$ cat src/isa_pkg.sv
`default_nettype none

package isa_pkg;

	// word and field widths
	localparam int XLEN       = 32;
	localparam int OPCODE_W   = 6;
	localparam int REG_ADDR_W = 5;
	localparam int IMM_W      = 16;
	localparam int JADDR_W    = 26;

	// field positions inside an instruction word
	localparam int OPCODE_LSB = 26;                   // opcode in bits 31:26
	localparam int RS_LSB     = 21;                   // rs in bits 25:21
	localparam int RT_LSB     = 16;                   // rt in bits 20:16

	// program store
	localparam int IMEM_DEPTH  = 64;
	localparam int IMEM_ADDR_W = 6;

	typedef enum logic [OPCODE_W-1:0] {
		ADDI = 6'b000010,                             // rt = rs + sext(imm)
		LW   = 6'b010011,                             // rt = dmem[rs]
		LI   = 6'b010100,                             // rt = sext(imm)
		SW   = 6'b010110,                             // dmem[rs] = rt
		BLET = 6'b011010,                             // if rs <= rt goto imm
		J    = 6'b011101,                             // goto jump field
		OUT  = 6'b100001,                             // port imm[3:0] gets rt
		HALT = 6'b111111                              // stop the core
	} opcode_t;

endpackage

`default_nettype wire

$ cat src/instruction_memory.sv
`timescale 1ns/1ns
`default_nettype none

module instruction_memory import isa_pkg::*; (
	input  logic                   clock,
	input  logic                   prog_we,
	input  logic [IMEM_ADDR_W-1:0] prog_addr,
	input  logic [XLEN-1:0]        prog_data,
	input  logic                   fetch_en,
	input  logic [IMEM_ADDR_W-1:0] pc,
	output logic [XLEN-1:0]        instr
);

	logic [XLEN-1:0] mem [IMEM_DEPTH];

	// an all-zero word decodes as an illegal opcode
	initial begin
		for (int i = 0; i < IMEM_DEPTH; i++) begin
			mem[i] = '0;
		end
	end

	always_ff @(posedge clock) begin
		if (prog_we) begin
			mem[prog_addr] <= prog_data;              // host load, one word per strobe
		end
	end

	always_ff @(posedge clock) begin
		if (fetch_en) begin
			instr <= mem[pc];                         // ready in the decode cycle
		end
	end

	// the host only loads while the core is stopped
	a_no_load_during_fetch: assert property (@(posedge clock) !(prog_we && fetch_en))
		else $error("program load while the core is fetching");

	a_loaded_opcode_legal: assert property (@(posedge clock)
		prog_we |-> prog_data[OPCODE_LSB +: OPCODE_W] inside
			{ADDI, LW, LI, SW, BLET, J, OUT, HALT})
		else $error("loaded word at %0d has an unknown opcode", prog_addr);

endmodule

`default_nettype wire

$ cat config.mk
export PLATFORM = sky130hd
export DESIGN_NAME = instruction_memory
export DESIGN_NICKNAME = d
export VERILOG_FILES = /design/src/isa_pkg.sv /design/src/instruction_memory.sv
export SDC_FILE = /design/constraint.sdc
export NUM_CORES = 2
export LEC_CHECK = 0
export BUFFER_PORTS_ARGS = -buffer_cell sky130_fd_sc_hd__buf_2
export CORE_MARGIN = 2
export CORE_UTILIZATION = 55
export DETAILED_ROUTE_END_ITERATION = 7
export MAX_ROUTING_LAYER = met4
export PLACE_DENSITY = 0.7
export SETUP_SLACK_MARGIN = 0.2
export SLEW_MARGIN = 30
export SYNTH_ARGS = -nofsm -noshare
export SYNTH_HDL_FRONTEND = slang
export SYNTH_SLANG_ARGS = --single-unit
$ cat constraint.sdc
create_clock -name clock -period 3.9 [get_ports clock]
set_input_delay 0.195 -clock clock [delete_from_list [all_inputs] [get_ports clock]]
set_output_delay 0.195 -clock clock [all_outputs]
set_load 0.005 [all_outputs]
======== Word-level counts from Yosys, hierarchy flattened ========
Memory sizes are Yosys's and may differ from the RTL's. A register that Yosys moved wholly into a read port is not among the register bits.
Index checks and enable logic that the tools add are counted.
storage, ports and cells
  flip-flop bits (word level) ............. 0
  bits in writable memories ............... 2048
  input port bits ......................... 47
  output and inout bits ................... 32
  logic and storage cells ................. 3
  memories ................................ 1
operators by class
  multiplexer cells ....................... 2
memories
  memory  depth  bits a word  rd ports  clocked after memory_dff  write ports  line                      RTL
  mem     64     32           1         1                         1            instruction_memory.sv:14  logic [XLEN-1:0] mem [IMEM_DEPTH];
operators with widths
  cell    number
  $mux 1  2

======== Depth between registers and ports, before layout ========
  depth after elaboration ................. 2
  gate-level depth with buffers ........... 10
  gate-level depth less buffers ........... 5

======== Worst setup path before layout ========
No wires, ideal clock.
  path kind ............................... input port to flip-flop
  start point ............................. input prog_addr[3]
  end point ............................... memory mem[48][0], enable pin
  arrival time ............................ 2.894 ns
  required time ........................... 3.439 ns
  path slack .............................. 0.545 ns
  cell stages on the path ................. 4
  path through ............................ clkbuf_1 -> nor2b_1 -> nand4b_1 -> nor3_1
RTL lines
  element             line                      RTL
  start: declaration  instruction_memory.sv:7   input logic [IMEM_ADDR_W-1:0] prog_addr,
  end: declaration    instruction_memory.sv:14
No word-level cell before the write port.

==> flow_summary.yaml <==
floorplan:
  start_util_pct: 55.5
  num_rows: 138
  die_h_um: 383
  ios: 79
  coreArea_um2: 142000
  fp.dieArea_um2: 146000
  chipWidth_um: 383
power_and_ir_drop:
  irDropWorstVdd_mv: 0.550
  switching_power_mw: 9.56
  p_int_mw: 36.2
  p_clk_share_pct: 40.5
  power.density_nw_per_um2: 511
  leakagePower_nw: 28.0
  power_frac_seq_pct: 54.4
  switching_share_pct: 20.9
  p_comb_share_pct: 5.1
synth:
  postSynthCellCount: 3324
  synthFlopType: "edfxtp_1"
  syn_avg_cell_area_um2: 23.7
  synth_seq_cells: 2080
  synth-seq-area-share_pct: 79.2
  yosys.cell_types.count: 33
  synth_nets: 3371
  synthesis.area_um2: 78800
  synthArstFlopShare_pct: 0
  synth_edf_count: 2080
  yosysWarnings: 0
sta:
  clock-skew-final_ns: 0.0323
  slew_headroom_pct: 31.6
  final_hold_viol_count: 0
  finalSetupTns_ns: 0
  setup_viol: 0
  finalCritPeriodShare_pct: 69.4
  drv_slew: 0
  worst_pin_slew_ns: 1.02
  whs_ns: 0.0505
  timing.fmax_mhz: 369
  finalCriticalPeriod_ns: 2.71
  rsz0062_at_grt: "false"
  finalWorstSetupSlack_ns: 1.19
route:
  vias: 38200
  dr.pass1.iters: 6
  antenna_left: 0
  drt_iter0_markers: 5556
  avgRoutedWirePerCell_um: 35.7
  drc: 0
  routed_wl_um: 203000
  via_per_inst: 6.71
setup_path:
  cpMaxStageDelayCell: "o22ai_1"
  r2r_cells: 4
  cp_max_fo: 52
  rrSetupSlack_ns: 1.43
  critPathCaptureType: "flop"
  cp.required_ns: 4.44
  crit_buf_inv: 3
  path_depth: 7
  crit_family: "multiplexers"
  critPathLaunchType: "input pin"
  cp_slowest_stage_delay_ns: 0.65
  critPathKind: "input pin to flop"
  cp.arrival_ns: 3.25
  crit_chain: "buf_8 > buf_12 > buf_12 > mux4_2 > mux4_2 > o22ai_1 > nor2_1"
layout:
  syn_to_final_growth_pct: 13.7
  nets: 3680
  fill_cells: 9171
  layout-drive-gt1-share_pct: 30.1
  stdcell_count: 5696
place:
  port_buffers: 78
  dpl_worst_slack_ns: 0.274
  place_congestion: 0.825
  dp_cells: 5294
  dp_hpwl_um: 114000
clocking:
  htree_levels: 4
  cts_hold_buf: 22
  numClockSinks: 2080
  numCtsBuffers: 197
  ctsRootBufferMaster: "clkbuf_16"
  cts_tree: "yes"
  clk_path_buf_depth: 3
  ctsResizeCount: 0
  clkLatencyLatePin_ns: 0.83
  clkTransAtPathRegs_ns: 0.06
  postCtsSetupBuffers: 0
run_status:
  status: "completed"
global_routing:
  grt_max_degree: 83
  antenna_found_initial: 20
  track_usage_pct: 29.2
  grt-ovfl-total: 0
  grt_pass1_vias: 38600
  grt_pass1_wl_um: 288000
min_path:
  hold_path.class: "input pin to flop"
  hold_depth: 3
flow_run:
  maxCapViolations: 0
Yosys cell counts (8+ instances only):
cell / n / area share [%]
a22oi_1: 12 / 0.11
nor2_1: 137 / 0.65
buf_4: 25 / 0.24
buf_2: 57 / 0.36
clkbuf_1: 74 / 0.35
edfxtp_1: 2080 / 79
mux2i_1: 93 / 1.2
buf_1: 21 / 0.10
a21oi_1: 62 / 0.39
nand2b_1: 8 / 0.063
o22ai_1: 84 / 0.67
nand2_1: 26 / 0.12
a311oi_1: 8 / 0.089
o221ai_1: 27 / 0.30
mux4_2: 544 / 16
nor2b_1: 15 / 0.12
stage by stage:
stage	power, mW	instance area [um^2]	util, %
floorplan	26.5	78800	-
global placement	27.6	83000	58.5
detailed placement	27.7	83000	58.5
CTS	46.0	89500	63.0
global route	47.0	89600	63.1
finish	45.8	89600	63.2
worst paths after layout:
path,end,from
worst max-delay path,instr[6]$_DFFE_PP_,pc[0]
worst min-delay path,mem[52][8]$_DFFE_PP_,prog_addr[2]
worst max register to register,instr[6]$_DFFE_PP_,mem[29][6]$_DFFE_PP_
worst min register to register,instr[4]$_DFFE_PP_,mem[12][4]$_DFFE_PP_
logic make-up after synthesis:
logic type	count (synthesis)	synth area share [%]
buffers and inverters	182	1.12
and+or+nand+nor	223	1.26
AOI/OAI and AO/OA	202	1.67
muxes	637	16.7
DFF	2080	79.2
power by group through the flow:
stage	clock (mW)	sequential [mW]	combinational [mW]
6_report	18.6	24.9	2.34
5_1_grt	19.6	24.9	2.45
4_1_cts	18.7	24.9	2.33
3_5_place_dp	0	25.4	2.30
3_3_place_gp	0	25.4	2.23
2_1_floorplan	0	25.3	1.20
cells in the final DEF (no fill, tap or decap), types with 56 or more instances in the layout:
cell type / count
o22ai_1: 84
mux2i_1: 93
clkbuf_16: 206
buf_2: 56
a21oi_1: 62
edfxtp_1: 2080
nor2_1: 75
nor2_4: 62
buf_4: 171
mux4_2: 544
registers in the layout, indices dropped and copies added, names as in the netlist:
signal / count
instr: 32
mem: 2048
per-layer routing:
metal / wire, um / global-route usage, %
met3: 24300 / 6.02
met4: 6160 / 9.15
met1: 74600 / 40.6
met2: 98100 / 44.1
met5: 0 / -
area by class of cell:
class | instances | area, um^2 | area share [%]
multi-input cells | 1062 | 16000 | 17.8
repair buffers | 292 | 2570 | 2.86
clock inverters | 104 | 902 | 1.01
clock buffers | 255 | 5340 | 5.96
well taps | 1890 | 2360 | 2.64
diodes | 13 | 32.5 | 0.0363
flip-flops and latches | 2080 | 62500 | 69.7
worst min-delay path, cell delays in order:
cell,delay (ns)
buf_2,0.18
nand2b_1,0.22
nor2_4,0.09
(Power assumes the default switching activity.)
