## config.mk

```make
export PLATFORM = sky130hd
export DESIGN_NAME = control_unit
export DESIGN_NICKNAME = d
export VERILOG_FILES = /design/src/cpu_pkg.sv /design/src/isa_pkg.sv /design/src/control_unit.sv
export SDC_FILE = /design/constraint.sdc
export NUM_CORES = 1
export LEC_CHECK = 0
export BUFFER_PORTS_ARGS = -buffer_cell sky130_fd_sc_hd__buf_2
export CELL_PAD_IN_SITES_DETAIL_PLACEMENT = 0
export CELL_PAD_IN_SITES_GLOBAL_PLACEMENT = 1
export CORE_MARGIN = 2
export CORE_UTILIZATION = 33
export CTS_BUF_LIST = sky130_fd_sc_hd__clkbuf_4 sky130_fd_sc_hd__clkbuf_8
export DETAILED_ROUTE_END_ITERATION = 10
export PLACE_DENSITY = 0.78
export RECOVER_POWER = 100
export SKIP_LAST_GASP = 1
export SLEW_MARGIN = 20
export SYNTH_ARGS = -nofsm -noshare
export SYNTH_HDL_FRONTEND = slang
export SYNTH_SLANG_ARGS = --single-unit
export TNS_END_PERCENT = 100
```

## constraint.sdc

```tcl
create_clock -name clock -period 4.37 [get_ports clock]
set_input_delay 0.2185 -clock clock [delete_from_list [all_inputs] [get_ports clock]]
set_output_delay 0.2185 -clock clock [all_outputs]
set_load 0.02 [all_outputs]
```

## src/cpu_pkg.sv

```systemverilog
`default_nettype none

package cpu_pkg;

	// register file and data store sizes
	localparam int NUM_REGS    = 32;
	localparam int DMEM_DEPTH  = 32;                  // words
	localparam int DMEM_ADDR_W = 5;

	// width of the out port number
	localparam int OUT_PORT_W = 4;

	typedef enum logic [2:0] {
		IDLE,                                         // run low, pc held at 0
		FETCH,
		DECODE,
		EXECUTE,
		MEMORY,                                       // lw and sw only
		WRITEBACK,                                    // li, addi and lw only
		HALTED
	} ctrl_state_t;

	typedef enum logic [1:0] {
		ALU_ADD,
		ALU_PASS,                                     // result is b
		ALU_LE                                        // signed a <= b
	} alu_op_t;

endpackage

`default_nettype wire

```

## src/isa_pkg.sv

```systemverilog
`default_nettype none

package isa_pkg;

	// word and field widths
	localparam int XLEN       = 32;
	localparam int OPCODE_W   = 6;
	localparam int REG_ADDR_W = 5;
	localparam int IMM_W      = 16;
	localparam int JADDR_W    = 26;

	// field positions inside an instruction word
	localparam int OPCODE_LSB = 26;                   // opcode in bits 31:26
	localparam int RS_LSB     = 21;                   // rs in bits 25:21
	localparam int RT_LSB     = 16;                   // rt in bits 20:16

	// program store
	localparam int IMEM_DEPTH  = 64;
	localparam int IMEM_ADDR_W = 6;

	typedef enum logic [OPCODE_W-1:0] {
		ADDI = 6'b000010,                             // rt = rs + sext(imm)
		LW   = 6'b010011,                             // rt = dmem[rs]
		LI   = 6'b010100,                             // rt = sext(imm)
		SW   = 6'b010110,                             // dmem[rs] = rt
		BLET = 6'b011010,                             // if rs <= rt goto imm
		J    = 6'b011101,                             // goto jump field
		OUT  = 6'b100001,                             // port imm[3:0] gets rt
		HALT = 6'b111111                              // stop the core
	} opcode_t;

endpackage

`default_nettype wire

```

## src/control_unit.sv

```systemverilog
`timescale 1ns/1ns
`default_nettype none

module control_unit import isa_pkg::*, cpu_pkg::*; (
	input  logic                   clock,
	input  logic                   rst_n,
	input  logic                   run,
	input  logic [XLEN-1:0]        instr,
	output logic                   fetch_en,
	output logic [IMEM_ADDR_W-1:0] pc,
	output logic [REG_ADDR_W-1:0]  rs_addr,
	output logic [REG_ADDR_W-1:0]  rt_addr,
	input  logic [XLEN-1:0]        rs_data,
	input  logic [XLEN-1:0]        rt_data,
	output logic                   wr_en,
	output logic [REG_ADDR_W-1:0]  wr_addr,
	output logic [XLEN-1:0]        wr_data,
	output alu_op_t                alu_op,
	output logic [XLEN-1:0]        alu_a,
	output logic [XLEN-1:0]        alu_b,
	input  logic [XLEN-1:0]        alu_result,
	input  logic                   alu_le,
	output logic                   mem_we,
	output logic [DMEM_ADDR_W-1:0] mem_addr,
	input  logic [XLEN-1:0]        mem_rdata,
	output logic                   out_valid,
	output logic [OUT_PORT_W-1:0]  out_port,
	output logic [XLEN-1:0]        out_data,
	output logic                   halted,
	output logic                   illegal
);

	ctrl_state_t            state;
	logic [XLEN-1:0]        ir;                       // instruction register
	logic [XLEN-1:0]        result_q;                 // value for writeback
	opcode_t                op;
	logic [XLEN-1:0]        imm_sext;
	logic [JADDR_W-1:0]     target;
	logic                   redirect;                 // taken blet or j
	logic [IMEM_ADDR_W-1:0] pc_next;

	// decode fields
	assign op       = opcode_t'(ir[OPCODE_LSB +: OPCODE_W]);
	assign rs_addr  = ir[RS_LSB +: REG_ADDR_W];
	assign rt_addr  = ir[RT_LSB +: REG_ADDR_W];
	assign imm_sext = {{(XLEN-IMM_W){ir[IMM_W-1]}}, ir[IMM_W-1:0]};

	// blet targets the immediate, j the low jump bits
	assign target   = (op == J) ? ir[JADDR_W-1:0] : {{(JADDR_W-IMM_W){1'b0}}, ir[IMM_W-1:0]};
	assign redirect = (op == J) || ((op == BLET) && alu_le);
	assign pc_next  = redirect ? target[IMEM_ADDR_W-1:0] : pc + 1'b1;

	always_comb begin
		case (op)
			ADDI:    alu_op = ALU_ADD;
			LI:      alu_op = ALU_PASS;
			BLET:    alu_op = ALU_LE;
			default: alu_op = ALU_ADD;
		endcase
	end

	assign alu_a = rs_data;
	assign alu_b = (op == BLET) ? rt_data : imm_sext;

	assign fetch_en = (state == FETCH);
	assign wr_en    = (state == WRITEBACK);
	assign wr_addr  = rt_addr;                        // li, addi and lw all write rt
	assign wr_data  = result_q;
	assign mem_we   = (state == MEMORY) && (op == SW);
	assign mem_addr = rs_data[DMEM_ADDR_W-1:0];

	always_ff @(posedge clock or negedge rst_n) begin
		if (!rst_n) begin
			state     <= IDLE;
			pc        <= '0;
			out_valid <= 1'b0;
			halted    <= 1'b0;
			illegal   <= 1'b0;
		end else begin
			out_valid <= 1'b0;                        // single cycle strobe
			if (!run) begin
				state   <= IDLE;
				pc      <= '0;
				halted  <= 1'b0;
				illegal <= 1'b0;
			end else begin
				case (state)
					IDLE:    state <= FETCH;
					FETCH:   state <= DECODE;
					DECODE:  state <= EXECUTE;
					EXECUTE: begin
						pc <= pc_next;
						case (op)
							LI, ADDI: state <= WRITEBACK;
							LW, SW:   state <= MEMORY;
							BLET, J:  state <= FETCH;
							OUT: begin
								out_valid <= 1'b1;
								state     <= FETCH;
							end
							HALT: begin
								halted <= 1'b1;
								state  <= HALTED;
							end
							default: begin            // unknown opcode stops the core
								halted  <= 1'b1;
								illegal <= 1'b1;
								state   <= HALTED;
							end
						endcase
					end
					MEMORY:    state <= (op == LW) ? WRITEBACK : FETCH;
					WRITEBACK: state <= FETCH;
					HALTED:    state <= HALTED;           // wait for run to drop
					default:   state <= IDLE;
				endcase
			end
		end
	end

	always_ff @(posedge clock) begin
		if (state == DECODE) begin
			ir <= instr;
		end
		if (state == EXECUTE) begin
			result_q <= alu_result;
			if (op == OUT) begin
				out_port <= ir[OUT_PORT_W-1:0];       // port from imm bits 3:0
				out_data <= rt_data;
			end
		end
		if ((state == MEMORY) && (op == LW)) begin
			result_q <= mem_rdata;
		end
	end

	// a taken blet or j must land inside the program store
	a_target_in_range: assert property (@(posedge clock) disable iff (!rst_n)
		((state == EXECUTE) && redirect) |-> (target < IMEM_DEPTH))
		else $error("branch or jump target %0d beyond program store", target);

	a_sw_addr_in_range: assert property (@(posedge clock) disable iff (!rst_n)
		((state == MEMORY) && (op == SW)) |-> (rs_data[XLEN-1:DMEM_ADDR_W] == '0))
		else $error("sw address 0x%08h beyond data store", rs_data);

endmodule

`default_nettype wire

```

# Word-level counts from Yosys, hierarchy flattened
# Cells that the tools add are included.
# word_totals
reg_bits,112
input_bits,164
output_inout_bits,166
elab_cells,62
# classes
n_addsub,1
eq_ne,17
muxes,20
reduce_logical,15
# op_table
op,count
$mux W32,3
$eq A6 B5 Y1 const B,5
$mux W6,3
$pmux W3 S6,1
$eq A6 B6 Y1 const B,2
$eq A3 B3 Y1 const B,3
$mux W1,9
$pmux W3 S3,1
$reduce_or A8 Y1,1
$reduce_or A7 Y1,1
$add A6 B1 Y6 const B,1
$eq A3 B2 Y1 const B,2
$eq A6 B2 Y1 const B,1
$mux W3,2
$reduce_and A2 Y1,3
$reduce_or A2 Y1,3
$ne A2 B2 Y1 const B,2
$pmux W2 S2,1
$eq A3 B1 Y1 const B,1
$logic_and A1 B1 Y1,3
$logic_not A3 Y1,1
$reduce_or A3 Y1,1
$ne A2 B1 Y1 const B,1
$reduce_bool A2 Y1,1
$logic_or A1 B1 Y1,1

# Logic depth before layout (Yosys ltp)
# logic_depth
depth_word,6
depth_mapped,8
mapped_depth_nobuf,4

# Least setup slack after synthesis
# Ideal clock, no wire load.
# synth_timing
path_kind,flip-flop to flip-flop
from,reg state[0]
to,reg ir[0] (enable)
setup_ns,0.468
t_arrival_ns,2.956
required_time_ns,3.902
setup_slack_ns,0.946
path_stages_with_launch,3
path_buffers,1
synth_period_minus_slack_ns,3.424
path_cell_list,dfrtp_1 clkbuf_1 nor3b_1
# synth_between
elab_chain_cells,1
# synth_rtl
element,line_no,source
from (decl),control_unit.sv:33,ctrl_state_t state;
from (signal assigned),control_unit.sv:112,MEMORY: state <= (op == LW) ? WRITEBACK : FETCH;
$eq A3 B2 Y1,control_unit.sv:122,if (state == DECODE) begin
to (signal assigned),control_unit.sv:123,ir <= instr;
to (decl),control_unit.sv:34,logic [XLEN-1:0] ir;
# Every way passes these cells.
# A chain may end at the register's enable or synchronous reset.

# Worst setup path after layout
# layout_timing
from,reg state[1]
to,reg ir[30] (enable)
# The elaborated chain is that of the path after synthesis.

==> metrics.md <==
| Metric | Value |
|---|---|
| Status | finished with violations |
| Failing checks | capacitance limit, slew limit |
| Flop and latch count out of synthesis | 112 |
| Worst skew pair latency | about 380 ps |
| Relative slew slack | -27.20% |
| CTS Root Cell | clkbuf_8 |
| First-pass GRT wire length | roughly 19000 µm |
| Syn avg cell area | roughly 15 µm² |
| CTS Buf Count | 9 |
| Gr ovfl total | 0 |
| Worst reg-to-reg path cell count | 2 |
| CP Capture Type | flip-flop |
| RSZ-0062 raised after global routing | no |
| Initial Util | between 30% and 40% |
| Die Width | approximately 130 µm |
| Slew of the pin with the lowest slew margin | between 1500 and 2000 ps |
| Clock-pin slew on the worst setup and hold paths | 100 ps |
| WP data required | about 4400 ps |
| Detailed placement HPWL | ~9500 µm |
| Std-Cell Rows | 45 |
| Critical path launch point type | flip-flop |
| Sequential cell area | between 3000 and 4000 µm² |
| WP data arrival | about 3300 ps |
| Crit path kind | reg -> reg |
| Setup Skew | 14.87 ps |
| Hold path depth | 1 |
| Die area | 16620 µm² |
| Lkg Pwr | between 0.002 and 0.0025 µW |
| # IOs | 330 |
| Peak supply drop | around 0.00017 V |
| Async SR Flop Fraction | 10.71% |
| Synthesized net count | 501 |
| Count leader, synth | edfxtp_1 |
| Post-CTS Resized | 0 |
| Max Cap Viol | 2 |
| Hold EP | ir[27] |
| Start of the worst register-to-register path | state[1] |
| Routed len/inst | ~17 µm |
| TritonCTS clock tree | done |
| Placed insts | approximately 700 |
| Cell family with most CP delay | simple AND/OR/NAND/NOR gates |
| Critical-path cell list | nor3b_1 -> clkbuf_1 |
| Synth unique cells | 44 |
| Min-delay src | instr[27] |
| Min-delay worst type | in -> reg |
| R2R setup slack | ~1100 ps |
| CP max stage delay | between 1500 and 2000 ps |
| Initial antenna violation count | 0 |
| Vias | around 3.6k |
| Fin util | a little over two fifths |
| DR iter-0 viols | ~140 |
| Top achievable clock speed | 304.7 MHz |
| Via density | between 4 and 5 |
| Predominant post-synthesis flop cell | edfxtp_1 |
| Core area | 15200 µm² |
| Routed Antenna Nets | 0 |
| Nets | between 700 and 800 |
| Post-synth top cells | edfxtp_1 (100), buf_4 (52), mux2_4 (28) |
| Endpoints failing setup | 0 |
| Vias in the first global route | ~3.6k |
| Sum Neg Setup Slack | 0 ps |
| Longest Clk Path Bufs | 2 |
| Synthesized cell area | 5149 µm² |
| Period minus WS final | roughly 3300 ps |
| CTS Sinks | 112 |
| Largest net degree at the start of global routing | 37 |
| DRT Pass-1 Iters | 4 |
| Reg2reg end | ir[30] |
| Wirelength, routed | between 10000 and 15000 µm |
| Buffers and inverters on the worst path | 1 |
| Diodes inserted | 0 |
| DRC viols | 0 |
| Power Dens Cells | roughly 320 nW/µm² |
| H-Tree Depth | 3 |
| Filler Cell Count | about 1.5k |
| Synth top area cells | edfxtp_1 (58%), mux2_4 (8.2%), buf_4 (7.6%) |
| Fraction of layout cells with a size suffix above 1 | a little over a quarter |
| CP max stage cell | nor3b_1 |
| Yosys synthesis warning count | 0 |
| EDFF count, synth | 100 |
| Multi-input gate area in the final layout | approximately 1200 µm² |
| Crit-path max FO | 20 |
| Synth top area share | about three fifths |
| Post-route setup slack | between 1000 and 1500 ps |
| Post-Place Worst Slack | 1523 ps |
| Register area share after synthesis | approximately 64% |
| Min Hold Slack | approximately 25 ps |
| Post-Syn Instances | roughly 340 |
| Slew Limit Fails | just over 50 |
| Total GRT Usage | 14.57% |
| Final hold vios | 0 |
| GP Congestion | 0.7813 |
| Port Buf Inserts | 260 |
| Chip Height | about 130 µm |
| Layout area overhead | 26.83% |
| Fin crit share | between 70 and 80% |
| Fin cells | around 800 |
| Leading area contributor after synthesis | edfxtp_1 |
[worst max-delay path by stage]
stage	startpoint	to	slack (ps)	cells past startpoint
after detailed placement	ir[31]	wr_data[13]	1520	5
after global placement	ir[31]	wr_data[13]	1610	5
after global routing	state[1]	ir[30]	730	2
after CTS	ir[31]	wr_data[2]	1500	5
after floorplan	state[0]	ir[0]	950	2
final	state[1]	ir[30]	1090	2
[power by group]
part           switching (µW)  internal [µW]
registers                25.3           1210
logic                     143            116
clock network             370            223
[flip-flops by register name (all words and copies together) (netlist names)]
| register | cells |
|---|---|
| ir | 32 |
| pc | 6 |
| wr_data | 32 |
| halted | 1 |
| out_port | 4 |
| illegal | 1 |
| state | 3 |
| out_data | 32 |
| out_valid | 1 |
[metrics by stage]
stage / cell area (µm²) / total power, µW
floorplan: 5149 / 1443
detailed placement: 6210 / 1512
global placement: 6207 / 1507
finish: 6530 / 2085
CTS: 6800 / 2132
global route: 6530 / 2170
[area by class of cell]
| cell class | count | area share [%] |
|---|---|---|
| flip-flops and latches | 112 | 50.58 |
| multi-input cells | 152 | 18.61 |
| well taps | 188 | 3.602 |
| repair buffers | 308 | 24.28 |
| clock buffers | 10 | 2.012 |
| clock inverters | 6 | 0.7473 |
| inverters | 3 | 0.1724 |
[logic make-up (layout without fill, tap and decap cells)]
logic type / Yosys count / after routing / synth area share [%]
flops: 112 / 112 / 64.16
simple gates: 61 / 61 / 7.048
mux: 48 / 48 / 12.76
buf+inv: 72 / 327 / 10.18
compound gates: 42 / 42 / 5.613
fa+ha+maj: 1 / 1 / 0.2430
[cells in the final DEF (no fill, tap or decap), types with 3 or more instances in the layout]
cell,n
nand3_1,8
or4_1,4
a31oi_1,10
nor3b_1,6
mux2_1,29
clkbuf_1,149
buf_2,111
edfxtp_1,100
nand2_1,16
mux2_2,18
a21o_1,17
dlygate4sd3_1,45
dfrtp_1,12
o21ai_0,7
nor2b_1,3
clkbuf_8,9
nand2b_1,5
[layer usage]
metal / share of wire (%) / vias to the layer above / track usage, %
li1: - / 1706 / -
met1: 38 / 1678 / 15.80
met2: 50 / 173 / 25.83
met3: 8.5 / 47 / 5.031
met4: 2.8 / 0 / 6.330
met5: 0 / - / 0
[timing repair]
action                                 in CTS  in global routing
hold buffers                               41                  4
endpoints found under the hold margin      52                  4
buffers inserted                            0                  0
No activity file was read; power rests on OpenSTA's default activity.
