**src/cpu_pkg.sv**
```systemverilog
`default_nettype none

package cpu_pkg;

	// register file and data store sizes
	localparam int NUM_REGS    = 32;
	localparam int DMEM_DEPTH  = 32;                  // words
	localparam int DMEM_ADDR_W = 5;

	// width of the out port number
	localparam int OUT_PORT_W = 4;

	typedef enum logic [2:0] {
		IDLE,                                         // run low, pc held at 0
		FETCH,
		DECODE,
		EXECUTE,
		MEMORY,                                       // lw and sw only
		WRITEBACK,                                    // li, addi and lw only
		HALTED
	} ctrl_state_t;

	typedef enum logic [1:0] {
		ALU_ADD,
		ALU_PASS,                                     // result is b
		ALU_LE                                        // signed a <= b
	} alu_op_t;

endpackage

`default_nettype wire

```
**src/isa_pkg.sv**
```systemverilog
`default_nettype none

package isa_pkg;

	// word and field widths
	localparam int XLEN       = 32;
	localparam int OPCODE_W   = 6;
	localparam int REG_ADDR_W = 5;
	localparam int IMM_W      = 16;
	localparam int JADDR_W    = 26;

	// field positions inside an instruction word
	localparam int OPCODE_LSB = 26;                   // opcode in bits 31:26
	localparam int RS_LSB     = 21;                   // rs in bits 25:21
	localparam int RT_LSB     = 16;                   // rt in bits 20:16

	// program store
	localparam int IMEM_DEPTH  = 64;
	localparam int IMEM_ADDR_W = 6;

	typedef enum logic [OPCODE_W-1:0] {
		ADDI = 6'b000010,                             // rt = rs + sext(imm)
		LW   = 6'b010011,                             // rt = dmem[rs]
		LI   = 6'b010100,                             // rt = sext(imm)
		SW   = 6'b010110,                             // dmem[rs] = rt
		BLET = 6'b011010,                             // if rs <= rt goto imm
		J    = 6'b011101,                             // goto jump field
		OUT  = 6'b100001,                             // port imm[3:0] gets rt
		HALT = 6'b111111                              // stop the core
	} opcode_t;

endpackage

`default_nettype wire

```
**src/register_file.sv**
```systemverilog
`timescale 1ns/1ns
`default_nettype none

module register_file import isa_pkg::*, cpu_pkg::*; (
	input  logic                  clock,
	input  logic                  rst_n,
	input  logic [REG_ADDR_W-1:0] rs_addr,
	input  logic [REG_ADDR_W-1:0] rt_addr,
	output logic [XLEN-1:0]       rs_data,
	output logic [XLEN-1:0]       rt_data,
	input  logic                  wr_en,
	input  logic [REG_ADDR_W-1:0] wr_addr,
	input  logic [XLEN-1:0]       wr_data
);

	logic [XLEN-1:0] regs [NUM_REGS];

	always_ff @(posedge clock or negedge rst_n) begin
		if (!rst_n) begin
			for (int i = 0; i < NUM_REGS; i++) begin
				regs[i] <= '0;
			end
		end else if (wr_en && (wr_addr != '0)) begin
			regs[wr_addr] <= wr_data;                 // r0 writes are dropped
		end
	end

	// both read ports are combinational
	assign rs_data = regs[rs_addr];
	assign rt_data = regs[rt_addr];

	// r0 stays zero only because reset clears it and writes skip it
	a_r0_reads_zero: assert property (@(posedge clock) disable iff (!rst_n)
		(rs_addr == '0) |-> (rs_data == '0))
		else $error("register 0 read back a nonzero value");

endmodule

`default_nettype wire

```
**config.mk**
```make
export PLATFORM = sky130hd
export DESIGN_NAME = register_file
export DESIGN_NICKNAME = d
export VERILOG_FILES = /design/src/cpu_pkg.sv /design/src/isa_pkg.sv /design/src/register_file.sv
export SDC_FILE = /design/constraint.sdc
export NUM_CORES = 2
export LEC_CHECK = 0
export BUFFER_PORTS_ARGS = -buffer_cell sky130_fd_sc_hd__buf_4
export CAP_MARGIN = 10
export CORE_MARGIN = 4
export CORE_UTILIZATION = 55
export CTS_CLUSTER_DIAMETER = 120
export CTS_CLUSTER_SIZE = 12
export DETAILED_ROUTE_END_ITERATION = 6
export GPL_TIMING_DRIVEN = 0
export PLACE_DENSITY = 0.72
export SLEW_MARGIN = 25
export SYNTH_ARGS = -nofsm -noshare
export SYNTH_HDL_FRONTEND = slang
export SYNTH_SLANG_ARGS = --single-unit
```
**constraint.sdc**
```tcl
create_clock -name clock -period 6.1 [get_ports clock]
set_clock_uncertainty 0.05 [all_clocks]
set_input_delay 1.22 -clock clock [delete_from_list [all_inputs] [get_ports clock]]
set_output_delay 1.22 -clock clock [all_outputs]
set_load 0.05 [all_outputs]
```
Yosys cells after proc, flatten, opt, wreduce, memory -nomap -nowiden
Index checks and enable logic that the tools add are counted.

storage, ports and cells
  bits in registers = 1024
  bits of input ports = 50
  output and inout port bits = 64
  word-level logic and storage cells = 51

cells by class
  order comparisons = 4
  multiplexer cells = 9
  bitwise logic cells = 3
  reductions and logical operators = 3

operator list
  kind                                                 count
  bitwise mux 1024 bit                                 1
  binary-select mux 32 bit (select 5 bit)              2
  demux 32 bit (select 5 bit)                          1
  2-to-1 mux 32 bit                                    5
  >= comparator 6 bit (second input constant)          3
  NOT 5 -> 6 bit                                       3
  < comparator 6 x 1 -> 1 bit (second input constant)  1
  nonzero test 5 bit                                   1
  logical AND 1 bit                                    2

Longest topological paths before layout
  depth after elaboration = 6
  depth in mapped cells = 8
  gate-level depth less buffers = 5

Worst setup path after synthesis
OpenSTA, ideal clock, no wires.

  path kind = input to output
  start point = in rs_addr[1]
  end point = out rs_data[11]
  arrival time = 2.742 ns
  data required time = 4.830 ns
  setup slack = 2.088 ns
  stages = 8
  cells stage by stage = buf_2 > buf_4 > buf_2 > buf_2 > mux2i_1 > nand2_1 > a31oi_1 > nand3_1

between the ends
  cells in the longest elaborated chain, start to end = 4

RTL lines
  item                                                   RTL line             source
  start: declaration                                     register_file.sv:7   input logic [REG_ADDR_W-1:0] rs_addr,
  NOT 5 -> 6 bit (implied by the code)                   register_file.sv:29  assign rs_data = regs[rs_addr];
  binary-select mux 32 bit (select 5 bit)                register_file.sv:29
  2-to-1 mux 32 bit (implied by the code) (2 in series)  register_file.sv:29
  end: declaration                                       register_file.sv:9   output logic [XLEN-1:0] rs_data,

Every way passes these cells. The select of a mux whose other input is x is not followed.

Worst setup path in the final report
  start point = in rs_addr[2]
  end point = out rs_data[29]

The elaborated chain is that of the path after synthesis.

==> flow_summary.html <==
<table>
<tr><th>Metric</th><th>Value</th></tr>
<tr><th colspan="2">Run status</th></tr>
<tr><td>Status</td><td>finished clean</td></tr>
<tr><th colspan="2">Synth</th></tr>
<tr><td>Number of warnings issued by yosys</td><td>0</td></tr>
<tr><td>Area fraction of the dominant cell type after synthesis</td><td>0.4581</td></tr>
<tr><td>Most used DFF post-synth</td><td>sky130_fd_sc_hd__dfrtp_1</td></tr>
<tr><td>Synth Cell Area</td><td>approximately 0.056 mm^2</td></tr>
<tr><td>Avg Synthesized Cell Area</td><td>12.16 um^2</td></tr>
<tr><td>Cells after synthesis</td><td>between 4000 and 5000</td></tr>
<tr><td>Flops &amp; latches, synth</td><td>1024</td></tr>
<tr><td>Most instantiated cells after synthesis</td><td>sky130_fd_sc_hd__dfrtp_1 (1024), sky130_fd_sc_hd__mux2i_1 (1024), sky130_fd_sc_hd__mux2_2 (953), sky130_fd_sc_hd__clkbuf_1 (224), sky130_fd_sc_hd__nand2_1 (210)</td></tr>
<tr><td>Top cells by area in the synthesized netlist</td><td>sky130_fd_sc_hd__dfrtp_1 (46%), sky130_fd_sc_hd__mux2_2 (19%), sky130_fd_sc_hd__mux2i_1 (18%), sky130_fd_sc_hd__a22oi_1 (2.6%), sky130_fd_sc_hd__a22o_1 (2.0%)</td></tr>
<tr><td>Share of synthesized area occupied by flip-flops and latches</td><td>0.4581</td></tr>
<tr><td>Share of synthesized registers carrying an async set or reset</td><td>1.000</td></tr>
<tr><td>Library cell occupying the most area in the post-synthesis netlist</td><td>sky130_fd_sc_hd__dfrtp_1</td></tr>
<tr><td>Number of enable-type register cells in the synthesized netlist</td><td>0</td></tr>
<tr><td>Syn_nets</td><td>between 4000 and 5000</td></tr>
<tr><td>Unique masters post-synth</td><td>28</td></tr>
<tr><th colspan="2">Timing</th></tr>
<tr><td>Time the worst path needs with I/O delays and setup</td><td>5.788 ns</td></tr>
<tr><td>Maximum achievable frequency</td><td>172.8 MHz</td></tr>
<tr><td>Sum of negative setup slack</td><td>0 ns</td></tr>
<tr><td>Final critical-path setup slack</td><td>0.3117 ns</td></tr>
<tr><td>Transition time at the pin with the least slew margin</td><td>1.179 ns</td></tr>
<tr><td>Final period util</td><td>0.9489</td></tr>
<tr><td>Setup repair after global routing missed its margin</td><td>no</td></tr>
<tr><td>Final Max Slew Viols</td><td>0</td></tr>
<tr><td>Count of endpoints failing hold in the final timing report</td><td>0</td></tr>
<tr><td>Normalized max-slew margin</td><td>0.2141</td></tr>
<tr><td>Setup-failing EPs final</td><td>0</td></tr>
<tr><th colspan="2">Clock tree</th></tr>
<tr><td>Total number of clock tree sinks</td><td>between 1000 and 1500</td></tr>
<tr><td>Resized Gates After CTS</td><td>0</td></tr>
<tr><td>Buffer levels on the longest clock path</td><td>3</td></tr>
<tr><td>CTS buffer count</td><td>95</td></tr>
<tr><td>CTS tree</td><td>yes</td></tr>
<tr><td>Clock insertion delay at the later pin of the skew report</td><td>0.69 ns</td></tr>
<tr><td>Post-CTS setup repair buffer count</td><td>0</td></tr>
<tr><td>Quantity of hold-fixing buffers added after cts</td><td>0</td></tr>
<tr><td>Clock-pin slew reported for the worst setup and hold paths after clock tree synthesis</td><td>0.06 ns</td></tr>
<tr><td>CTS root buffer</td><td>sky130_fd_sc_hd__clkbuf_16</td></tr>
<tr><td>H-tree Lvls</td><td>3</td></tr>
<tr><th colspan="2">Critical path</th></tr>
<tr><td>Reg-to-reg slack, setup</td><td>5.22 ns</td></tr>
<tr><td>Maximum fanout encountered on the critical timing path</td><td>10</td></tr>
<tr><td>Path depth of the worst reg2reg path</td><td>1</td></tr>
<tr><td>Series of cell instances along the critical path</td><td>buf_4 -&gt; and2_1 -&gt; buf_2 -&gt; buf_2 -&gt; buf_1 -&gt; a22oi_1 -&gt; nand3_1 -&gt; nand3_1 -&gt; buf_4</td></tr>
<tr><td>Worst path arrival time</td><td>4.52 ns</td></tr>
<tr><td>Cell at the slowest stage of the critical path</td><td>sky130_fd_sc_hd__buf_1</td></tr>
<tr><td>Crit path capture</td><td>rs_data[29]</td></tr>
<tr><td>Longest individual stage delay on the worst path</td><td>around 0.74 ns</td></tr>
<tr><td>Cell family with the largest share of critical-path delay</td><td>buffers and inverters</td></tr>
<tr><td>End of the worst register-to-register path</td><td>regs[315]</td></tr>
<tr><td>Worst setup path startpoint</td><td>rs_addr[2]</td></tr>
<tr><td>Crit path buffers/inverters</td><td>5</td></tr>
<tr><td>Critical Path Source Type</td><td>input port</td></tr>
<tr><td>Critical Path End Type</td><td>output pin</td></tr>
<tr><td>Reg-to-reg critical path startpoint</td><td>regs[315]</td></tr>
<tr><td>Critical path depth in cells</td><td>9</td></tr>
<tr><td>Worst Path Required</td><td>4.83 ns</td></tr>
<tr><td>Critical path class</td><td>input port to output pin</td></tr>
<tr><th colspan="2">Pwr</th></tr>
<tr><td>Cell-internal power</td><td>0.01297 W</td></tr>
<tr><td>Logic gate share of total power</td><td>0.230</td></tr>
<tr><td>Peak VDD IR</td><td>0.2769 mV</td></tr>
<tr><td>PwrDens</td><td>307.2 mW/mm^2</td></tr>
<tr><td>Leakage power figure</td><td>29.00 nW</td></tr>
<tr><td>Net switching fraction of the power</td><td>0.3117</td></tr>
<tr><td>Part of the power in the clock network</td><td>0.288</td></tr>
<tr><td>Reg power frac</td><td>0.482</td></tr>
<tr><td>Reported net switching power</td><td>0.005872 W</td></tr>
<tr><th colspan="2">GRT</th></tr>
<tr><td>Global-route wire length before repair</td><td>about 280 mm</td></tr>
<tr><td>Via count of the first global-routing pass</td><td>41220</td></tr>
<tr><td>Pin count of the biggest net entering global routing</td><td>138</td></tr>
<tr><td>Number of antenna violations at the first check in global routing</td><td>6</td></tr>
<tr><td>Remaining global-route overflow</td><td>0</td></tr>
<tr><td>Total global-route track usage</td><td>0.3649</td></tr>
<tr><th colspan="2">Routing</th></tr>
<tr><td>Total via count after detailed routing</td><td>just over 40000</td></tr>
<tr><td>First-iteration detailed-routing DRC count</td><td>4472</td></tr>
<tr><td>Final antenna-violating net count</td><td>0</td></tr>
<tr><td>Mean routed wirelength per cell</td><td>32.15 um</td></tr>
<tr><td>Residual DRC</td><td>0</td></tr>
<tr><td>1st-pass router iterations</td><td>6</td></tr>
<tr><td>Routed Wire Length</td><td>199.1 mm</td></tr>
<tr><td>Per-cell via count in the routed design</td><td>6.683</td></tr>
<tr><th colspan="2">Die</th></tr>
<tr><td>Core Footprint</td><td>0.1006 mm^2</td></tr>
<tr><td>Height of the chip</td><td>326.9 um</td></tr>
<tr><td>Top Ports</td><td>114</td></tr>
<tr><td>Placement Rows</td><td>116</td></tr>
<tr><td>Die extent in x</td><td>326.9 um</td></tr>
<tr><td>Die area</td><td>~0.11 mm^2</td></tr>
<tr><td>Initial standard-cell utilization of the core</td><td>0.5562</td></tr>
<tr><th colspan="2">Place</th></tr>
<tr><td>Hpwl dp</td><td>150.3 mm</td></tr>
<tr><td>Number of buffers added on ports</td><td>~110</td></tr>
<tr><td>Minimum setup slack after placement</td><td>roughly 0.6 ns</td></tr>
<tr><td>Final Wtd Congestion</td><td>1.038</td></tr>
<tr><td>Placed insts</td><td>6081</td></tr>
<tr><td>Placed cell area</td><td>0.05880 mm^2</td></tr>
<tr><th colspan="2">Run</th></tr>
<tr><td>Max-capacitance violation count</td><td>0</td></tr>
<tr><th colspan="2">Cells and area</th></tr>
<tr><td>Most flops, register</td><td>regs</td></tr>
<tr><td>Area growth syn-to-layout</td><td>9.635%</td></tr>
<tr><td>Nets@finish</td><td>4871</td></tr>
<tr><td>Non-filler cells in the finished layout</td><td>6192</td></tr>
<tr><td>Final design utilization</td><td>0.6098</td></tr>
<tr><td>Post-route cell area</td><td>about 0.06 mm^2</td></tr>
<tr><td>Fraction of layout cells with a size suffix above 1</td><td>0.2973</td></tr>
<tr><td>Max reg flops</td><td>roughly 1000</td></tr>
<tr><td>Biggest registers after layout</td><td>regs: 1024 flops</td></tr>
<tr><th colspan="2">Worst hold path</th></tr>
<tr><td>Startpoint of the tightest hold check path</td><td>regs[1022]</td></tr>
<tr><td>Hold/Removal Path Class</td><td>flip-flop to flip-flop</td></tr>
</table>
==> power groups by stage <==
stage	combinational (W)	clock [W]	sequential, W
floorplan	0.00306	0	0.00887
global placement	0.00413	0	0.00908
detailed placement	0.00426	0	0.00915
CTS	0.00427	0.00547	0.00903
global route	0.00462	0.00574	0.00923
finish	0.00433	0.00543	0.00908
==> worst min-delay path by stage <==
stage	endpoint	slack [ns]	cells after the start
finish	regs[1022]	0.43	1
global route	regs[1012]	0.46	1
CTS	regs[1023]	0.43	1
detailed placement	regs[1023]	0.42	1
global placement	regs[1020]	0.41	1
floorplan	regs[1000]	0.40	1
==> final cells by class <==
type                       count  area (um^2)
clock buffer                  99         2477
clock inverter                 4        35.03
antenna                        8        20.02
timing repair buffer         123         1147
tap                         1357         1698
sequential                  1024        25620
multi-input combinational   3104        27800
fill                        8231        39250
buffer                       473         2527
==> layout by cell type, fill, tap and decap left out, types with 65 or more instances in the layout <==
cell type	n
sky130_fd_sc_hd__mux2_2	953
sky130_fd_sc_hd__mux2i_1	1024
sky130_fd_sc_hd__buf_2	113
sky130_fd_sc_hd__a22oi_1	192
sky130_fd_sc_hd__a22o_1	128
sky130_fd_sc_hd__nand3_1	194
sky130_fd_sc_hd__clkbuf_1	216
sky130_fd_sc_hd__nand2_1	210
sky130_fd_sc_hd__clkbuf_16	99
sky130_fd_sc_hd__buf_4	174
sky130_fd_sc_hd__dfrtp_1	1024
sky130_fd_sc_hd__a21oi_1	192
sky130_fd_sc_hd__nor3_1	65
==> logic make-up (layout without fill, tap and decap cells) <==
family	Yosys count	after routing	share of synthesized area
mux	2016	2016	0.3829
flops	1024	1024	0.4581
compound gates	576	576	0.07014
simple gates	512	512	0.04395
buf+inv	473	699	0.04496
other cells	0	8	0
==> metal layers <==
layer,GRT usage,share of wire,vias up
li1,-,-,17350
met1,0.4822,0.40,21400
met2,0.5230,0.42,2096
met3,0.09646,0.094,533
met4,0.2563,0.083,6
met5,0,0.00018,-
==> through the flow <==
step           total power [W]  hold WS [ns]
2_1_floorplan          0.01193        0.3988
3_3_place_gp           0.01321        0.4111
3_5_place_dp           0.01341        0.4211
4_1_cts                0.01878        0.4342
5_1_grt                0.01958        0.4591
6_report               0.01884        0.4302
Note: power is estimated with default switching activity, not from simulation.
