## src/cpu_pkg.sv

```systemverilog
`default_nettype none

package cpu_pkg;

	// register file and data store sizes
	localparam int NUM_REGS    = 32;
	localparam int DMEM_DEPTH  = 32;                  // words
	localparam int DMEM_ADDR_W = 5;

	// width of the out port number
	localparam int OUT_PORT_W = 4;

	typedef enum logic [2:0] {
		IDLE,                                         // run low, pc held at 0
		FETCH,
		DECODE,
		EXECUTE,
		MEMORY,                                       // lw and sw only
		WRITEBACK,                                    // li, addi and lw only
		HALTED
	} ctrl_state_t;

	typedef enum logic [1:0] {
		ALU_ADD,
		ALU_PASS,                                     // result is b
		ALU_LE                                        // signed a <= b
	} alu_op_t;

endpackage

`default_nettype wire

```

## src/isa_pkg.sv

```systemverilog
`default_nettype none

package isa_pkg;

	// word and field widths
	localparam int XLEN       = 32;
	localparam int OPCODE_W   = 6;
	localparam int REG_ADDR_W = 5;
	localparam int IMM_W      = 16;
	localparam int JADDR_W    = 26;

	// field positions inside an instruction word
	localparam int OPCODE_LSB = 26;                   // opcode in bits 31:26
	localparam int RS_LSB     = 21;                   // rs in bits 25:21
	localparam int RT_LSB     = 16;                   // rt in bits 20:16

	// program store
	localparam int IMEM_DEPTH  = 64;
	localparam int IMEM_ADDR_W = 6;

	typedef enum logic [OPCODE_W-1:0] {
		ADDI = 6'b000010,                             // rt = rs + sext(imm)
		LW   = 6'b010011,                             // rt = dmem[rs]
		LI   = 6'b010100,                             // rt = sext(imm)
		SW   = 6'b010110,                             // dmem[rs] = rt
		BLET = 6'b011010,                             // if rs <= rt goto imm
		J    = 6'b011101,                             // goto jump field
		OUT  = 6'b100001,                             // port imm[3:0] gets rt
		HALT = 6'b111111                              // stop the core
	} opcode_t;

endpackage

`default_nettype wire

```

## src/alu.sv

```systemverilog
`timescale 1ns/1ns
`default_nettype none

module alu import isa_pkg::*, cpu_pkg::*; (
	input  alu_op_t         op,
	input  logic [XLEN-1:0] a,
	input  logic [XLEN-1:0] b,
	output logic [XLEN-1:0] result,
	output logic            le
);

	// signed compare for blet
	assign le = ($signed(a) <= $signed(b));

	always_comb begin
		case (op)
			ALU_ADD:  result = a + b;
			ALU_PASS: result = b;                     // li takes the immediate
			ALU_LE:   result = {{(XLEN-1){1'b0}}, le};
			default:  result = a + b;
		endcase
	end

endmodule

`default_nettype wire

```

## config.mk

```make
export PLATFORM = sky130hd
export DESIGN_NAME = alu
export DESIGN_NICKNAME = d
export VERILOG_FILES = /design/src/cpu_pkg.sv /design/src/isa_pkg.sv /design/src/alu.sv
export SDC_FILE = /design/constraint.sdc
export NUM_CORES = 1
export LEC_CHECK = 0
export ABC_AREA = 0
export BUFFER_PORTS_ARGS = -buffer_cell sky130_fd_sc_hd__buf_4
export CORE_ASPECT_RATIO = 1.25
export CORE_MARGIN = 5
export CORE_UTILIZATION = 49
export DETAILED_ROUTE_END_ITERATION = 7
export GPL_TIMING_DRIVEN = 0
export PLACE_DENSITY = 0.81
export SLEW_MARGIN = 20
export SYNTH_ARGS = -nofsm -noshare
export SYNTH_HDL_FRONTEND = slang
export SYNTH_SLANG_ARGS = --single-unit
```

## constraint.sdc

```tcl
create_clock -name vclk -period 3.4
set_clock_uncertainty 0.1 [all_clocks]
set_input_delay 0.68 -clock vclk [all_inputs]
set_output_delay 0.68 -clock vclk [all_outputs]
set_load 0.01 [all_outputs]
```

After elaboration in Yosys (flattened, before gate mapping)
Index checks and enable logic that the tools add are counted.
{ "word_totals": {"latchBits": 0, "romBits": 0, "reg_bits": 0, "ram_bits": 0, "memories": 0, "inputBits": 66} }
{ "op_classes": {"n_addsub": 1, "eq_ne": 2, "div_mod_pow": 0, "magnitude_cmp": 1, "mux": 1, "n_reduce_logical": 0, "n_bitwise": 0, "multipliers": 0, "shift": 0} }
{ "op_table": {"columns": ["operator", "count"], "rows": [
  ["case mux 32 bit (2 select lines)", 1],
  ["adder 32 bit", 1],
  ["less-or-equal comparator 32 bit", 1],
  ["== test 2 x 1 -> 1 bit (second input constant)", 1],
  ["== test 2 bit (second input constant)", 1]
]} }

Logic depth before layout (Yosys ltp)
Gate-level depths: netlist of run 1.
{ "logic_depth": {"word_depth": 2, "depth_mapped": 11, "mapped_depth_nobuf": 11} }

Worst setup path before layout of run 1
OpenSTA, ideal clock, no wires.
{ "synth_path": {"path_type": "in2out", "startpoint": "in a[0]", "endpoint": "out result[28]", "stages": 11, "arrival_time_ns": 2.727, "slack_ns": -0.107, "cell_sequence": "ha_1 inv_1 fa_1 o21bai_1 a2111oi_2 nor3_2 o31ai_2 o21a_4 o31ai_2 mux2i_1 nand3_1"} }
{ "synth_between": {"elab_chain_len": 2} }
{ "synth_rtl": {"columns": ["element", "line", "rtl"], "rows": [
  ["from (decl)", "alu.sv:6", "input logic [XLEN-1:0] a,"],
  ["adder 32 bit", "alu.sv:17, alu.sv:20", null],
  ["case mux 32 bit (2 select lines)", "alu.sv:16", "case (op)"],
  ["to (decl)", "alu.sv:8", "output logic [XLEN-1:0] result,"]
]} }
No other way between the ends.

Final worst setup path of run 1
{ "layout_path": {"startpoint": "in b[0]", "endpoint": "out result[20]"} }
{ "layout_between": {"elab_chain_len": 2} }
{ "layout_rtl": {"columns": ["element", "line", "rtl"], "rows": [
  ["from (decl)", "alu.sv:7", "input logic [XLEN-1:0] b,"],
  ["adder 32 bit", "alu.sv:17, alu.sv:20", null],
  ["case mux 32 bit (2 select lines)", "alu.sv:16", null]
]} }
No other way between the ends.

==> results.py, run 1 <==
metrics = {
    "status": {
        "run_status": "complete, but fails checks",
        "failed_checks": "setup timing",
    },
    "sta": {
        "timing.fmax_mhz": 270.1,
        "drv_slew": 0,
        "rsz0062_at_grt": "yes",
        "period_needed_ns": 3.703,
        "finalSetupViolations": 21,
        "maxSlewHeadroom": 0.5610,
        "final-hold-violation-count": 0,
        "worst_pin_slew_ns": 0.6585,
        "final.period_utilization": 1.089,
        "timing.final.ws_setup_ns": -0.3025,
    },
    "synth": {
        "post-synth-top-area-cell": "sky130_fd_sc_hd__ha_1",
        "synth_seq_area_share": 0,
        "syn-num-nets": 589,
        "netlist.area_leader.share": 0.2719,
        "synth_warnings": 0,
        "synthMostInstantiatedCell": "sky130_fd_sc_hd__ha_1",
        "synth.cell_area_um2": 2992,
        "synth_cell_types": 54,
        "ys_top_cells_by_count": "sky130_fd_sc_hd__ha_1 (65), sky130_fd_sc_hd__inv_1 (62), sky130_fd_sc_hd__nand2_1 (46), sky130_fd_sc_hd__a21oi_1 (39), sky130_fd_sc_hd__nor2_1 (35)",
        "post_synth.cell_area_avg_um2": 6.546,
        "netlist_instances": 457,
        "netlist_top_cells_area": "sky130_fd_sc_hd__ha_1 (27%), sky130_fd_sc_hd__inv_1 (7.8%), sky130_fd_sc_hd__xnor2_1 (7.3%), sky130_fd_sc_hd__a21oi_1 (6.5%), sky130_fd_sc_hd__nand2_1 (5.8%)",
    },
    "worst_hold_path": {
        "hold_class": "in -> out",
        "holdPathStages": 4,
        "min-delay-start": "b[13]",
    },
    "worst_setup_path": {
        "cp.arrival_ns": 2.92,
        "critical-path-top-cell-by-count": "sky130_fd_sc_hd__buf_6",
        "critPathKind": "in -> out",
        "crit_path_max_fanout": 7,
        "worst_setup_path_end_kind": "primary output",
        "critical_path.startpoint": "b[0]",
        "worst_path_max_delay_cell": "sky130_fd_sc_hd__fa_2",
        "critical-path-max-stage-delay_ns": 0.36,
        "path_cells": "buf_8 -> ha_4 -> inv_2 -> fa_2 -> o21bai_4 -> a2111oi_4 -> nor3_2 -> o31ai_2 -> o21a_4 -> buf_6 -> o31ai_4 -> xnor2_1 -> a22o_1 -> buf_6",
        "crit_required_ns": 2.62,
        "start_kind": "input port",
    },
    "finish": {
        "final-instance-count-excl-fill": 665,
        "antenna_cells_inserted": 0,
        "n_clock_buffer": 0,
        "finalInstanceArea_um2": 4707,
        "drive_gt1_frac": 0.3774,
        "fin_nets": 717,
        "n_fill_cell": 399,
        "seqCellArea_um2": 0,
        "design.seq.count": 0,
        "multi_input_logic_area_um2": 3197,
        "area_growth_syn_to_layout_pct": 57.34,
    },
    "global_routing": {
        "globalRouteMet2Util": 0.4930,
        "globalRouteTotalUtil": 0.2535,
        "initial_antenna_violation_count": 0,
        "grt_pass1_wl_mm": 16.72,
        "globalRouteOverflowTotal": 0,
        "grt_max_degree": 11,
        "grt_use_met1": 0.2957,
        "use_met3": 0.006494,
        "grt_pass1_vias": 3792,
        "busiest_layer": "met2",
    },
    "floorplan": {
        "dieHeight_um": 97.36,
        "die_area_um2": 7778,
        "core.rowCount": 31,
        "floorplan_core_area_um2": 5857,
        "num_io_pins": 99,
        "fp.dieW_um": 79.89,
        "initial_core_util": 0.5108,
    },
    "clocking": {
        "cts_hold_buf": 0,
    },
    "detailed_routing": {
        "wire_per_inst_um": 16.61,
        "num_vias": 3828,
        "finalWirelength_mm": 11.04,
        "route.detailed.drc": 0,
        "drtAntennaViolNets": 0,
        "via_per_inst": 5.756,
        "drt_pre_antenna_iters": 5,
        "iteration_0_drc_markers": 302,
    },
    "placed_design": {
        "post-place-cells": 638,
        "place_congestion": 0.9629,
        "hpwlAfterDp_mm": 7.746,
        "number_of_input_and_output_port_buffers_inserted": 99,
        "placement.cell_area_um2": 3852,
    },
    "power_and_ir_drop": {
        "p_clk_frac": 0,
        "pwr-share-comb": 1.000,
        "leakage_nw": 2.167,
        "switching_pwr_w": 0.0004951,
        "power-per-cell-area_nw_per_um2": 203.0,
        "cell_internal_pwr_w": 0.0004605,
        "seqPwrFrac": 0,
        "ir_worst_vdd_mv": 0.1281,
        "switching_share": 0.5181,
    },
    "run": {
        "timing.max_cap.violations": 0,
    },
}
[worst max-delay path, delay by kind of cell]
family                   cells  cell delay [ns]
AO/OA/AOI/OAI                6             1.02
XOR/XNOR                     1             0.09
adder cells (fa/ha/maj)      2             0.49
buffers and inverters        4             0.36
AND/OR/NAND/NOR              1             0.27
[path summary, 6_finish.rpt]
path / end / slack (ns)
setup / recovery: result[20] / -0.30
hold / removal: result[13] / 1.57
[cell usage in the layout, fill, tap and decap left out, drive strengths merged, types with 3 or more instances in the layout]
cell type and count:
buf 136, ha 65, inv 62, nand2 46, a21oi 39, o21ai 36, nor2 35, xnor2 25
nand3 17, o21bai 16, nor3 15, nor2b 12, clkbuf 10, o31ai 8, nand4 7, nor4 6
a211oi 5, a22o 4, a31oi 4, a21boi 4, mux2i 3, a2111oi 3
[power by group through the flow]
stage          Sequential, W  Combinational, W  Clock (W)
5_1_grt                    0           0.00103          0
3_5_place_dp               0          0.000731          0
4_1_cts                    0          0.000848          0
2_1_floorplan              0          0.000452          0
3_3_place_gp               0          0.000721          0
6_report                   0          0.000956          0
[what timing repair did]
action	in CTS	in global routing
gates cloned	0	0
pin swaps	36	25
hold endpoints to repair	0	0
setup buffers	21	15
gates resized for setup	92	48
setup endpoints to repair	24	27
[routing by layer]
layer / wire [um] / part of all wire
met5: 0 / 0
met4: 265 / 0.024
met3: 592 / 0.054
met2: 5905 / 0.53
met1: 4280 / 0.39
[metrics by stage]
step	utilization	setup TNS, ns	setup WS, ns	power [W]	hold WS [ns]
after floorplan	-	0	0.003031	0.0004524	1.383
after global placement	0.6578	-5.972	-0.4725	0.0007206	1.564
after detailed placement	0.6578	-6.210	-0.4901	0.0007310	1.571
after CTS	0.7518	-2.416	-0.3141	0.0008480	1.572
after global routing	0.8037	-5.385	-0.3825	0.001026	1.585
final	0.8037	-3.232	-0.3025	0.0009556	1.571
[final cells by class]
class	instances	share of cell area
tap	82	0.02180
buffer	12	0.01356
multi-input combinational	374	0.6792
timing repair buffer	134	0.2331
inverter	63	0.05237
[cells by family after synthesis]
family	after synthesis	share of synthesized area
AND/OR/NAND/NOR	144	0.2284
AO/OA/AOI/OAI	135	0.2986
buffers and inverters	83	0.1083
adder cells (fa/ha/maj)	66	0.2785
XOR/XNOR	26	0.07612
multiplexers	3	0.01004
No activity file was read; power rests on OpenSTA's default activity.
==> inputs of run 2 (changes only) <==
Settings changed: CORE_UTILIZATION 49 to 59, PLACE_DENSITY 0.81 to 0.91, TNS_END_PERCENT set to 50.
Clock period 3.4 ns to 4.61 ns, I/O delays scaled along.
==> run 2 against run 1 <==
  * The run now ends clean
  * Total power shrank 43%
  * Global-route usage grew 2.2 points
  * Combinational power shrank 43%
  * Utilization shrank 4.2 points
  * Final cell count shrank 7.1%
  * Critical endpoint is now result[30]
  * Largest power group unchanged
==> results.py, run 2 (synthesis results as in run 1) <==
metrics = {
    "status": {
        "run_status": "complete, no violations",
    },
    "sta": {
        "drv_slew": 0,
        "maxSlewHeadroom": 0.5341,
        "setup_tns_ns": 0,
        "timing.fmax_mhz": 223.6,
        "final-hold-violation-count": 0,
        "period_needed_ns": 4.473,
        "final.period_utilization": 0.9702,
        "rsz0062_at_grt": "no",
        "worst_pin_slew_ns": 0.6989,
        "finalSetupViolations": 0,
    },
    "detailed_routing": {
        "route.detailed.drc": 0,
        "drtAntennaViolNets": 0,
        "drt_pre_antenna_iters": 5,
        "iteration_0_drc_markers": 249,
        "num_vias": 3584,
        "wire_per_inst_um": 15.22,
        "via_per_inst": 5.799,
        "finalWirelength_mm": 9.406,
    },
    "floorplan": {
        "core.rowCount": 29,
        "initial_core_util": 0.5975,
        "dieHeight_um": 89.62,
        "num_io_pins": 99,
        "fp.dieW_um": 73.69,
        "die_area_um2": 6604,
        "floorplan_core_area_um2": 5007,
    },
    "finish": {
        "n_clock_buffer": 0,
        "most_frequent_cells_in_the_layout": "sky130_fd_sc_hd__buf_4 (99), sky130_fd_sc_hd__ha_1 (65), sky130_fd_sc_hd__inv_1 (62)",
        "antenna_cells_inserted": 0,
        "design.seq.count": 0,
        "n_fill_cell": 428,
        "area_growth_syn_to_layout_pct": 27.56,
        "fin_nets": 690,
        "layout.core_utilization": 0.7621,
        "seqCellArea_um2": 0,
        "drive_gt1_frac": 0.2068,
        "layout.cells.most_common": "sky130_fd_sc_hd__buf_4",
        "final-instance-count-excl-fill": 618,
    },
    "clocking": {
        "cts_hold_buf": 0,
        "postCtsResizedCells": 0,
        "cts_setup_buffers": 0,
    },
    "global_routing": {
        "grt_pass1_vias": 3487,
        "grt_pass1_wl_mm": 15.09,
        "globalRouteOverflowTotal": 0,
        "initial_antenna_violation_count": 0,
        "grt_max_degree": 11,
        "globalRouteTotalUtil": 0.2757,
    },
    "placed_design": {
        "number_of_input_and_output_port_buffers_inserted": 99,
        "hpwlAfterDp_mm": 7.912,
        "post-place-cells": 618,
        "place_congestion": 0.9512,
    },
    "worst_setup_path": {
        "crit_required_ns": 3.59,
        "critical-path-top-cell-by-count": "sky130_fd_sc_hd__buf_4",
        "crit_path_max_fanout": 7,
        "worst_setup_path_end_kind": "primary output",
        "worst_path_max_delay_cell": "sky130_fd_sc_hd__a2111oi_2",
        "path_cells": "buf_4 -> ha_1 -> inv_1 -> fa_1 -> o21bai_2 -> a2111oi_2 -> nor3_2 -> o31ai_2 -> o21a_4 -> o211a_1 -> mux2i_1 -> nand3_1 -> buf_4",
        "start_kind": "input port",
        "critPathKind": "in -> out",
        "critical-path-max-stage-delay_ns": 0.39,
        "cp.arrival_ns": 3.45,
    },
    "worst_hold_path": {
        "holdPathStages": 4,
        "hold_class": "in -> out",
    },
    "power_and_ir_drop": {
        "leakage_nw": 1.902,
        "ir_worst_vdd_mv": 0.07936,
        "power-per-cell-area_nw_per_um2": 143.1,
    },
    "run": {
        "timing.max_cap.violations": 0,
    },
}
==> run 2: worst paths after layout <==
check / start / end / slack (ns)
worst max-delay path: a[0] / result[30] / 0.14
worst min-delay path: b[19] / result[19] / 2.05
==> run 2: per-stage QoR <==
step	hold WS (ns)	setup WS, ns	cell area, um2	power [W]
floorplan	1.867	0.6188	2992	0.0003312
global placement	2.047	0.1399	3812	0.0005253
detailed placement	2.052	0.1339	3812	0.0005377
CTS	2.052	0.1095	3812	0.0005405
global route	2.065	0.006457	3816	0.0005988
finish	2.054	0.1374	3816	0.0005461
==> run 2: power by group <==
part	internal, W	switching (W)	leakage (nW)	total, W
combinational	0.000247	0.000299	1.90	0.000546
sequential	0	0	0	0
clock	0	0	0	0
total	0.000247	0.000299	1.90	0.000546
==> run 2: area by class of cell <==
type	instances	area, um2	share of cell area
inverter	63	236.5	0.06197
multi-input combinational	374	2671	0.7000
buffer	20	87.58	0.02295
timing repair buffer	99	743.2	0.1948
tap	62	77.57	0.02033
==> run 2: layer usage <==
metal  track usage  routed length, um  up-vias
li1              -                  -     1784
met1        0.3091               3622     1662
met2        0.5565               5026      122
met3       0.02339                604       16
met4       0.04942                153        0
met5             0                  0        -
==> run 2: worst max-delay path, delay by kind of cell <==
kind / cells / cell delay [ns]
compound gates: 5 / 1.34
fa+ha+maj: 2 / 0.42
buf+inv: 3 / 0.35
mux: 1 / 0.20
simple gates: 2 / 0.22
